==> config.mk <==
export PLATFORM = sky130hd
export DESIGN_NAME = aes_dma_csr_top
export DESIGN_NICKNAME = d
export VERILOG_FILES = /design/src/verilog/csr_pkg.sv /design/src/verilog/aes_dma_csr_top.sv /design/src/verilog/csr_regfile.sv /design/src/verilog/axi_lite_slave.sv /design/src/verilog/axi_lite_write.sv
export VERILOG_INCLUDE_DIRS = /design/src /design/src/include
export SDC_FILE = /design/constraint.sdc
export NUM_CORES = 1
export LEC_CHECK = 0
export CAP_MARGIN = 20
export CELL_PAD_IN_SITES_DETAIL_PLACEMENT = 1
export CELL_PAD_IN_SITES_GLOBAL_PLACEMENT = 1
export CORE_UTILIZATION = 49
export CTS_CLUSTER_SIZE = 30
export DETAILED_ROUTE_END_ITERATION = 16
export DONT_BUFFER_PORTS = 1
export HOLD_SLACK_MARGIN = 0.03
export PLACE_DENSITY_LB_ADDON = 0.1
export SYNTH_ARGS = -nofsm -noshare
export SYNTH_HDL_FRONTEND = slang
export SYNTH_SLANG_ARGS = --single-unit
==> constraint.sdc <==
create_clock -name clk -period 2.76 [get_ports clk]
set_input_delay 0.552 -clock clk [delete_from_list [all_inputs] [get_ports clk]]
set_output_delay 0.552 -clock clk [all_outputs]
set_load 0.02 [all_outputs]
==> src/include/csr_macros.svh <==
// ==============================
// CSR widths and register map
// ==============================
`ifndef CSR_MACROS_SVH
`define CSR_MACROS_SVH

// Bus widths
`define CSR_ADDR_W 10
`define CSR_DATA_W 32

// Word indices, decoded from address bits 6:2
`define CSR_IDX_MM2S    0
`define CSR_IDX_S2MM    1
`define CSR_IDX_CTRL    2
`define CSR_IDX_SCRATCH 3
`define CSR_IDX_AES_DBG 14
`define CSR_IDX_ID      15

// Fixed identification word
`define CSR_ID_WORD 32'hDEAD_BEEF

`endif
==> src/verilog/csr_pkg.sv <==
// ==============================
// CSR shared types
// ==============================
`default_nettype none

`include "csr_macros.svh"

package csr_pkg;

   // AXI response codes
   // Only OKAY is ever returned by this block
   typedef enum logic [1:0]
   {
      OKAY   = 2'b00,
      EXOKAY = 2'b01,
      SLVERR = 2'b10,
      DECERR = 2'b11
   } axi_resp_t;

   // Control word
   // Raw view for bus access, field view for interrupt gating
   typedef union packed
   {
      logic [`CSR_DATA_W-1:0] raw;
      struct packed
      {
         // Stored and read back, no function
         logic [`CSR_DATA_W-3:0] reserved;
         // S2MM interrupt enable
         logic                   s2mm_ie;
         // MM2S interrupt enable
         logic                   mm2s_ie;
      } fields;
   } csr_ctrl_u;

endpackage

`default_nettype wire

==> src/verilog/aes_dma_csr_top.sv <==
// ==============================
// AES DMA CSR top level
// ==============================
`timescale 1ns/10ps
`default_nettype none

`include "csr_macros.svh"

module aes_dma_csr_top
(
   input  wire                    clk,
   input  wire                    reset,
   input  wire                    awvalid_i,
   output logic                   awready_o,
   input  wire [`CSR_ADDR_W-1:0]  awaddr_i,
   input  wire                    wvalid_i,
   output logic                   wready_o,
   input  wire [`CSR_DATA_W-1:0]  wdata_i,
   output logic                   bvalid_o,
   input  wire                    bready_i,
   output csr_pkg::axi_resp_t     bresp_o,
   input  wire                    arvalid_i,
   output logic                   arready_o,
   input  wire [`CSR_ADDR_W-1:0]  araddr_i,
   output logic                   rvalid_o,
   input  wire                    rready_i,
   output logic [`CSR_DATA_W-1:0] rdata_o,
   output csr_pkg::axi_resp_t     rresp_o,
   // Engine status and DMA interrupts
   input  wire [`CSR_DATA_W-1:0]  aes_sts_dbg_i,
   input  wire                    mm2s_intr_i,
   input  wire                    s2mm_intr_i,
   output logic                   axi_intr_o
);

   // Slave to register file
   logic                   reg_wr;
   logic [`CSR_ADDR_W-1:0] reg_addr;
   logic [`CSR_DATA_W-1:0] reg_wdata;
   logic [`CSR_ADDR_W-1:0] rd_addr;
   logic [`CSR_DATA_W-1:0] rd_data;

   axi_lite_slave u_slave
   (
      .clk         (clk),
      .reset       (reset),
      .awvalid_i   (awvalid_i),
      .awready_o   (awready_o),
      .awaddr_i    (awaddr_i),
      .wvalid_i    (wvalid_i),
      .wready_o    (wready_o),
      .wdata_i     (wdata_i),
      .bvalid_o    (bvalid_o),
      .bready_i    (bready_i),
      .bresp_o     (bresp_o),
      .arvalid_i   (arvalid_i),
      .arready_o   (arready_o),
      .araddr_i    (araddr_i),
      .rvalid_o    (rvalid_o),
      .rready_i    (rready_i),
      .rdata_o     (rdata_o),
      .rresp_o     (rresp_o),
      .reg_wr_o    (reg_wr),
      .reg_addr_o  (reg_addr),
      .reg_wdata_o (reg_wdata),
      .rd_addr_o   (rd_addr),
      .rd_data_i   (rd_data)
   );

   csr_regfile u_regfile
   (
      .clk           (clk),
      .reset         (reset),
      .reg_wr_i      (reg_wr),
      .reg_addr_i    (reg_addr),
      .reg_wdata_i   (reg_wdata),
      .rd_addr_i     (rd_addr),
      .rd_data_o     (rd_data),
      .aes_sts_dbg_i (aes_sts_dbg_i),
      .mm2s_intr_i   (mm2s_intr_i),
      .s2mm_intr_i   (s2mm_intr_i),
      .axi_intr_o    (axi_intr_o)
   );

endmodule

`default_nettype wire

==> src/verilog/csr_regfile.sv <==
// ==============================
// CSR register file
// ==============================
`timescale 1ns/10ps
`default_nettype none

`include "csr_macros.svh"

module csr_regfile
(
   input  wire                    clk,
   input  wire                    reset,
   input  wire                    reg_wr_i,
   input  wire [`CSR_ADDR_W-1:0]  reg_addr_i,
   input  wire [`CSR_DATA_W-1:0]  reg_wdata_i,
   input  wire [`CSR_ADDR_W-1:0]  rd_addr_i,
   output logic [`CSR_DATA_W-1:0] rd_data_o,
   input  wire [`CSR_DATA_W-1:0]  aes_sts_dbg_i,
   input  wire                    mm2s_intr_i,
   input  wire                    s2mm_intr_i,
   output logic                   axi_intr_o
);

   import csr_pkg::*;

   logic [4:0]             wr_idx;
   logic [4:0]             rd_idx;
   logic                   mm2s_sts;
   logic                   s2mm_sts;
   logic                   mm2s_clr;
   logic                   s2mm_clr;
   csr_ctrl_u              ctrl_q;
   logic [`CSR_DATA_W-1:0] scratch_q;

   // Word index from address bits 6:2
   assign wr_idx = reg_addr_i[6:2];
   assign rd_idx = rd_addr_i[6:2];

   // Write-1-to-clear on bit 0
   assign mm2s_clr = reg_wr_i & (wr_idx == `CSR_IDX_MM2S) & reg_wdata_i[0];
   assign s2mm_clr = reg_wr_i & (wr_idx == `CSR_IDX_S2MM) & reg_wdata_i[0];

   always_ff @(posedge clk)
   begin
      if (reset)
      begin
         mm2s_sts   <= 1'b0;
         s2mm_sts   <= 1'b0;
         ctrl_q.raw <= '0;
         scratch_q  <= '0;
         axi_intr_o <= 1'b0;
      end
      else
      begin
         // Sticky status, a set beats a clear
         mm2s_sts <= mm2s_intr_i | (mm2s_sts & ~mm2s_clr);
         s2mm_sts <= s2mm_intr_i | (s2mm_sts & ~s2mm_clr);
         if (reg_wr_i & (wr_idx == `CSR_IDX_CTRL))
            ctrl_q.raw <= reg_wdata_i;
         if (reg_wr_i & (wr_idx == `CSR_IDX_SCRATCH))
            scratch_q <= reg_wdata_i;
         // Enabled status bits combined into one line
         axi_intr_o <= (mm2s_sts & ctrl_q.fields.mm2s_ie) |
                       (s2mm_sts & ctrl_q.fields.s2mm_ie);
      end
   end

   // Read mux
   always_comb
   begin
      case (rd_idx)
         `CSR_IDX_MM2S:    rd_data_o = {{(`CSR_DATA_W-1){1'b0}}, mm2s_sts};
         `CSR_IDX_S2MM:    rd_data_o = {{(`CSR_DATA_W-1){1'b0}}, s2mm_sts};
         `CSR_IDX_CTRL:    rd_data_o = ctrl_q.raw;
         `CSR_IDX_SCRATCH: rd_data_o = scratch_q;
         `CSR_IDX_AES_DBG: rd_data_o = aes_sts_dbg_i;
         `CSR_IDX_ID:      rd_data_o = `CSR_ID_WORD;
         default:
         begin
            // Indices 4 to 13 echo themselves, above 15 reads zero
            if (rd_idx[4] == 1'b0)
               rd_data_o = {{(`CSR_DATA_W-5){1'b0}}, rd_idx};
            else
               rd_data_o = '0;
         end
      endcase
   end

endmodule

`default_nettype wire

==> src/verilog/axi_lite_slave.sv <==
// ==============================
// AXI-Lite slave front end
// ==============================
`timescale 1ns/10ps
`default_nettype none

`include "csr_macros.svh"

module axi_lite_slave
(
   input  wire                    clk,
   input  wire                    reset,
   // Write address channel
   input  wire                    awvalid_i,
   output logic                   awready_o,
   input  wire [`CSR_ADDR_W-1:0]  awaddr_i,
   // Write data channel
   input  wire                    wvalid_i,
   output logic                   wready_o,
   input  wire [`CSR_DATA_W-1:0]  wdata_i,
   // Write response channel
   output logic                   bvalid_o,
   input  wire                    bready_i,
   output csr_pkg::axi_resp_t     bresp_o,
   // Read address channel
   input  wire                    arvalid_i,
   output logic                   arready_o,
   input  wire [`CSR_ADDR_W-1:0]  araddr_i,
   // Read data channel
   output logic                   rvalid_o,
   input  wire                    rready_i,
   output logic [`CSR_DATA_W-1:0] rdata_o,
   output csr_pkg::axi_resp_t     rresp_o,
   // Register file side
   output logic                   reg_wr_o,
   output logic [`CSR_ADDR_W-1:0] reg_addr_o,
   output logic [`CSR_DATA_W-1:0] reg_wdata_o,
   output logic [`CSR_ADDR_W-1:0] rd_addr_o,
   input  wire [`CSR_DATA_W-1:0]  rd_data_i
);

   import csr_pkg::*;

   logic aw_hs;
   logic ar_hs;
   logic b_hs;
   logic r_hs;
   logic wr_pending;
   logic rd_pending;
   logic idle;

   assign aw_hs = awvalid_i & awready_o;
   assign ar_hs = arvalid_i & arready_o;
   assign b_hs  = bvalid_o & bready_i;
   assign r_hs  = rvalid_o & rready_i;

   // Nothing in flight
   assign idle = ~wr_pending & ~rd_pending;

   // Pending flags, cleared by the response handshake
   always_ff @(posedge clk)
   begin
      if (reset)
      begin
         wr_pending <= 1'b0;
         rd_pending <= 1'b0;
      end
      else
      begin
         wr_pending <= (aw_hs | wr_pending) & ~b_hs;
         rd_pending <= (ar_hs | rd_pending) & ~r_hs;
      end
   end

   // Ready pulses
   // awvalid blocks arready so a write goes first
   always_ff @(posedge clk)
   begin
      if (reset)
      begin
         awready_o <= 1'b0;
         arready_o <= 1'b0;
      end
      else
      begin
         awready_o <= awvalid_i & idle & ~awready_o;
         arready_o <= arvalid_i & idle & ~awvalid_i & ~arready_o;
      end
   end

   // Read address latch
   always_ff @(posedge clk)
   begin
      if (ar_hs)
         rd_addr_o <= araddr_i;
   end

   // Read response
   // Loaded once per read, stable until rready
   always_ff @(posedge clk)
   begin
      if (reset)
      begin
         rvalid_o <= 1'b0;
      end
      else if (rd_pending & ~rvalid_o)
      begin
         rvalid_o <= 1'b1;
      end
      else if (r_hs)
      begin
         rvalid_o <= 1'b0;
      end
   end

   // Read payload
   always_ff @(posedge clk)
   begin
      if (rd_pending & ~rvalid_o)
      begin
         rdata_o <= rd_data_i;
         rresp_o <= OKAY;
      end
   end

   // Write data and response path
   axi_lite_write u_write
   (
      .clk         (clk),
      .reset       (reset),
      .awvalid_i   (awvalid_i),
      .awready_i   (awready_o),
      .awaddr_i    (awaddr_i),
      .wvalid_i    (wvalid_i),
      .wready_o    (wready_o),
      .wdata_i     (wdata_i),
      .bvalid_o    (bvalid_o),
      .bready_i    (bready_i),
      .bresp_o     (bresp_o),
      .reg_wr_o    (reg_wr_o),
      .reg_addr_o  (reg_addr_o),
      .reg_wdata_o (reg_wdata_o)
   );

endmodule

`default_nettype wire

==> src/verilog/axi_lite_write.sv <==
// ==============================
// AXI-Lite write path
// ==============================
`timescale 1ns/10ps
`default_nettype none

`include "csr_macros.svh"

module axi_lite_write
(
   input  wire                    clk,
   input  wire                    reset,
   input  wire                    awvalid_i,
   input  wire                    awready_i,
   input  wire [`CSR_ADDR_W-1:0]  awaddr_i,
   input  wire                    wvalid_i,
   output logic                   wready_o,
   input  wire [`CSR_DATA_W-1:0]  wdata_i,
   output logic                   bvalid_o,
   input  wire                    bready_i,
   output csr_pkg::axi_resp_t     bresp_o,
   output logic                   reg_wr_o,
   output logic [`CSR_ADDR_W-1:0] reg_addr_o,
   output logic [`CSR_DATA_W-1:0] reg_wdata_o
);

   import csr_pkg::*;

   // FSM encoding
   localparam logic [1:0] ST_ADDR = 2'd0;
   localparam logic [1:0] ST_DATA = 2'd1;
   localparam logic [1:0] ST_RESP = 2'd2;

   logic [1:0] state_q;
   logic       aw_hs;
   logic       w_hs;
   logic       b_hs;

   // Channel handshakes
   assign aw_hs = awvalid_i & awready_i;
   assign w_hs  = wvalid_i & wready_o;
   assign b_hs  = bvalid_o & bready_i;

   // Every write is answered OKAY
   assign bresp_o = OKAY;

   always_ff @(posedge clk)
   begin
      if (reset)
      begin
         state_q  <= ST_ADDR;
         wready_o <= 1'b0;
         bvalid_o <= 1'b0;
         reg_wr_o <= 1'b0;
      end
      else
      begin
         // Strobe lasts a single cycle
         reg_wr_o <= 1'b0;
         case (state_q)
            ST_ADDR:
            begin
               // Address accepted by the slave's awready pulse
               if (aw_hs)
                  state_q <= ST_DATA;
            end
            ST_DATA:
            begin
               // One-cycle wready once data shows up
               wready_o <= wvalid_i & ~wready_o;
               if (w_hs)
               begin
                  reg_wr_o <= 1'b1;
                  bvalid_o <= 1'b1;
                  state_q  <= ST_RESP;
               end
            end
            ST_RESP:
            begin
               // Hold bvalid until the master takes it
               if (b_hs)
               begin
                  bvalid_o <= 1'b0;
                  state_q  <= ST_ADDR;
               end
            end
            default:
            begin
               state_q <= ST_ADDR;
            end
         endcase
      end
   end

   // Address and data payload
   always_ff @(posedge clk)
   begin
      if (aw_hs)
         reg_addr_o <= awaddr_i;
      if (w_hs)
         reg_wdata_o <= wdata_i;
   end

endmodule

`default_nettype wire

==> summary.md <==
| Metric | Value |
|---|---|
| Post-Syn Instances | `559` |
| First drt pass iteration count | `4` |
| Crit. path cell count | `3` |
| IO Port Bufs | `0` |
| RSZ-0062 raised after global routing | `no` |
| Chip width | `114.5 um` |
| Detailed Place HPWL | `9.919 mm` |
| Reg-to-Reg End | `u_slave.rdata_o[29]` |
| Most frequent cell after synthesis | `a21oi_1` |
| Synth top cells by count | `90 x a21oi_1, 86 x o21ai_0, 77 x dfxtp_1` |
| Vias in the first global route | `4804` |
| Worst-Skew Late Latency | `0.42 ns` |
| Antenna viol nets, final | `0` |
| Synth area leader | `edfxtp_1` |
| Cts repair resizes | `0` |
| Die ar. | `13100 sq um` |
| DR vias/cell | `6.368` |
| Synth top area share | `35.86%` |
| Final net count | `625` |
| R2R Setup Slk | `0.75 ns` |
| Register area share after synthesis | `60.73%` |
| Max-Cap Viols | `0` |
| First-pass GRT wire length | `25.38 mm` |
| RD Place Congestion | `0.8061` |
| Crit path to | `u_slave.rdata_o[29]` |
| Initial Util | `50.96%` |
| Crit Path Max Fanout | `9` |
| Main area contributors after synthesis | `edfxtp_1 36%, dfxtp_1 25%, a21oi_1 7.3%` |
| Worst setup path startpoint | `u_slave.rd_addr_o[5]` |
| Slew HR | `48.39%` |
| Iteration-0 DRC Markers | `337` |
| TritonCTS Sinks | `151` |
| Worst hold path depth | `1` |
| Final Critical Period | `2.005 ns` |
| R2R cell count | `3` |
| Distinct cells, synth | `47` |
| Ys Warns | `0` |
| Gr ovfl total | `0` |
| Dpl cells | `681` |
| Leakage | `2.127 nW` |
| Routed WL | `16.16 mm` |
| H-tree levels | `4` |
| P&R area growth vs syn | `11.27%` |
| Worst setup margin | `0.7546 ns` |
| Hold Path Class | `primary input to flip-flop` |
| Number of core rows | `40` |
| Final instance area | `6895 sq um` |
| Worst slew pin tran | `0.7733 ns` |
| Worst Skew | `0.006133 ns` |
| Layout cells sized above 1 | `9.725%` |
| Initial antenna violation count | `3` |
| Worst Path Required | `3.03 ns` |
| CORE AREA | `12160 sq um` |
| Worst path bufs/invs | `0` |
| CTS buffer count | `17` |
| Die Ht | `114.5 um` |
| Peak Freq | `498.7 MHz` |
| CP max stage delay | `0.63 ns` |
| Pre-CTS setup slack | `0.7925 ns` |
| Fin crit share | `72.66%` |
| Fillcell total | `1258` |
| Yosys reg bits | `151` |
| WL per Instance | `22.61 um` |
| DR vias | `4553` |
| Final setup fails | `0` |
| Reg clk slew, reported paths | `0.06 ns` |
| Outcome | `finished clean` |
| Hold Violations, Final | `0` |
| Reg2Reg Launch Point | `u_slave.rd_addr_o[5]` |
| Syn Area/Cell | `11.09 sq um` |
| Synth Cell Area | `6197 sq um` |
| Peak VDD IR | `0.6879 mV` |
| Slew Limit Fails | `0` |
| CP endpoint kind | `flip-flop` |
| Overall Global Routing Usage | `25.72%` |
| Critical path type | `flip-flop to flip-flop` |
| Arrival time at the worst endpoint | `2.27 ns` |
| DRC | `0` |
| Clk buf depth | `2` |
| Post-CTS Repair Setup Buffers | `0` |
| Ports | `135` |
| Setup_tns | `0 ns` |
| Largest net degree at the start of global routing | `77` |
| Number of enable flip-flop cells after synthesis | `74` |
| CP cell instances | `or4b_1 -> nor2_2 -> o2bb2ai_1` |
| Post-Place Cell Area | `6277 sq um` |
| CP Launch Type | `flip-flop` |
| CTS tree | `yes` |
| CP max stage cell | `or4b_1` |
| Power Dens Cells | `710.2 nW/um^2` |
| Cell family with most CP delay | `simple AND/OR/NAND/NOR gates` |
| Non-filler instance count after layout | `715` |
| Post-CTS Hold Buffers | `0` |
| CTS root buf | `clkbuf_16` |
| Ys flop type | `dfxtp_1` |
| Post-synth ARST share | `0%` |
[cell type report]
cell class	count	area [sq um]	share of cell area [%]
sequential	151	3764	54.58
multi-input combinational	337	2137	30.99
clock buffer	21	460.4	6.678
tap	168	210.2	3.048
clock inverter	11	152.6	2.214
timing repair buffer	16	132.6	1.923
inverter	9	33.78	0.4899
antenna	2	5.005	0.07258
[worst min-delay path by stage]
stage                            startpoint  slack (ns)                       end
floorplan                u_slave.wr_pending        0.43        u_slave.wr_pending
global placement         u_slave.wr_pending        0.45        u_slave.wr_pending
detailed placement  u_regfile.scratch_q[25]        0.46   u_regfile.scratch_q[25]
CTS                                   reset        0.18  u_slave.u_write.bvalid_o
global route                          reset        0.19  u_slave.u_write.bvalid_o
finish                                reset        0.20  u_slave.u_write.bvalid_o
[cell usage in the layout, fill, tap and decap left out, types with 2 or more instances in the layout]
master / n
a21oi_1: 90
o21ai_0: 86
dfxtp_1: 77
edfxtp_1: 74
nand4_1: 32
nand4b_1: 31
a32oi_1: 21
clkbuf_16: 17
buf_4: 15
inv_1: 9
a22oi_1: 9
o2bb2ai_1: 9
mux2i_1: 5
clkinv_2: 5
nor3_1: 4
o32ai_1: 4
nor2_1: 4
nand2_1: 4
conb_1: 4
bufinv_16: 4
nand2b_1: 3
o21a_1: 3
diode_2: 2
nor4b_4: 2
nor4b_1: 2
or3_1: 2
and3_1: 2
and2_1: 2
clkbuf_8: 2
clkinv_1: 2
clkbuf_1: 2
[metal layers]
layer | vias to the layer above | track usage (%) | part of all wire (%)
met4 | 2 | 13.42 | 2.7
met1 | 2271 | 30.34 | 40
li1 | 2114 | - | -
met3 | 32 | 6.247 | 5.3
met2 | 134 | 43.56 | 52
met5 | - | 0 | 0.099
[per-stage QoR]
| step | power (mW) | util [%] | hold WS (ns) |
|---|---|---|---|
| final | 4.897 | 56.70 | 0.1982 |
| after global routing | 5.018 | 56.68 | 0.1902 |
| after CTS | 4.924 | 56.66 | 0.1846 |
| after detailed placement | 2.535 | 51.62 | 0.4627 |
| after global placement | 2.530 | 51.62 | 0.4454 |
| after floorplan | 2.523 | - | 0.4325 |
[logic make-up (layout without fill, tap and decap cells)]
logic type      count (synthesis)  in the layout  share of synthesized area (%)
compound gates                227            227                          21.22
buf+inv                        74             57                          5.249
flops                         151            151                          60.73
mux                             5              5                         0.8076
other cells                     1              6                        0.06051
simple gates                  101            101                          11.93
[state kept, by name, summed over array words and instances (netlist names)]
name                         flops
u_slave.rdata_o                 32
u_slave.wr_pending               1
u_regfile.ctrl_q                32
u_regfile.s2mm_sts               1
u_regfile.axi_intr_o             1
u_slave.u_write.reg_wdata_o     32
u_slave.u_write.reg_wr_o         1
u_slave.u_write.reg_addr_o       5
u_slave.arready_o                1
u_slave.u_write.state_q          2
u_regfile.scratch_q             32
u_slave.rd_pending               1
u_slave.u_write.bvalid_o         1
u_slave.awready_o                1
u_slave.rd_addr_o                5
u_slave.u_write.wready_o         1
u_slave.rvalid_o                 1
u_regfile.mm2s_sts               1
[worst register-to-register path, delay by kind of cell (launching register included)]
kind / cells / cell delay (ns)
DFF: 1 / 0.53
and+or+nand+nor: 2 / 1.13
AOI/OAI and AO/OA: 1 / 0.19
[report_power, final]
part           internal, mW  leakage [nW]  switching, mW  total, mW
clock                  1.55         0.305          0.864       2.41
combinational        0.0249         0.503         0.0621     0.0870
sequential             2.37          1.32         0.0282       2.40
(Power assumes the default switching activity.)
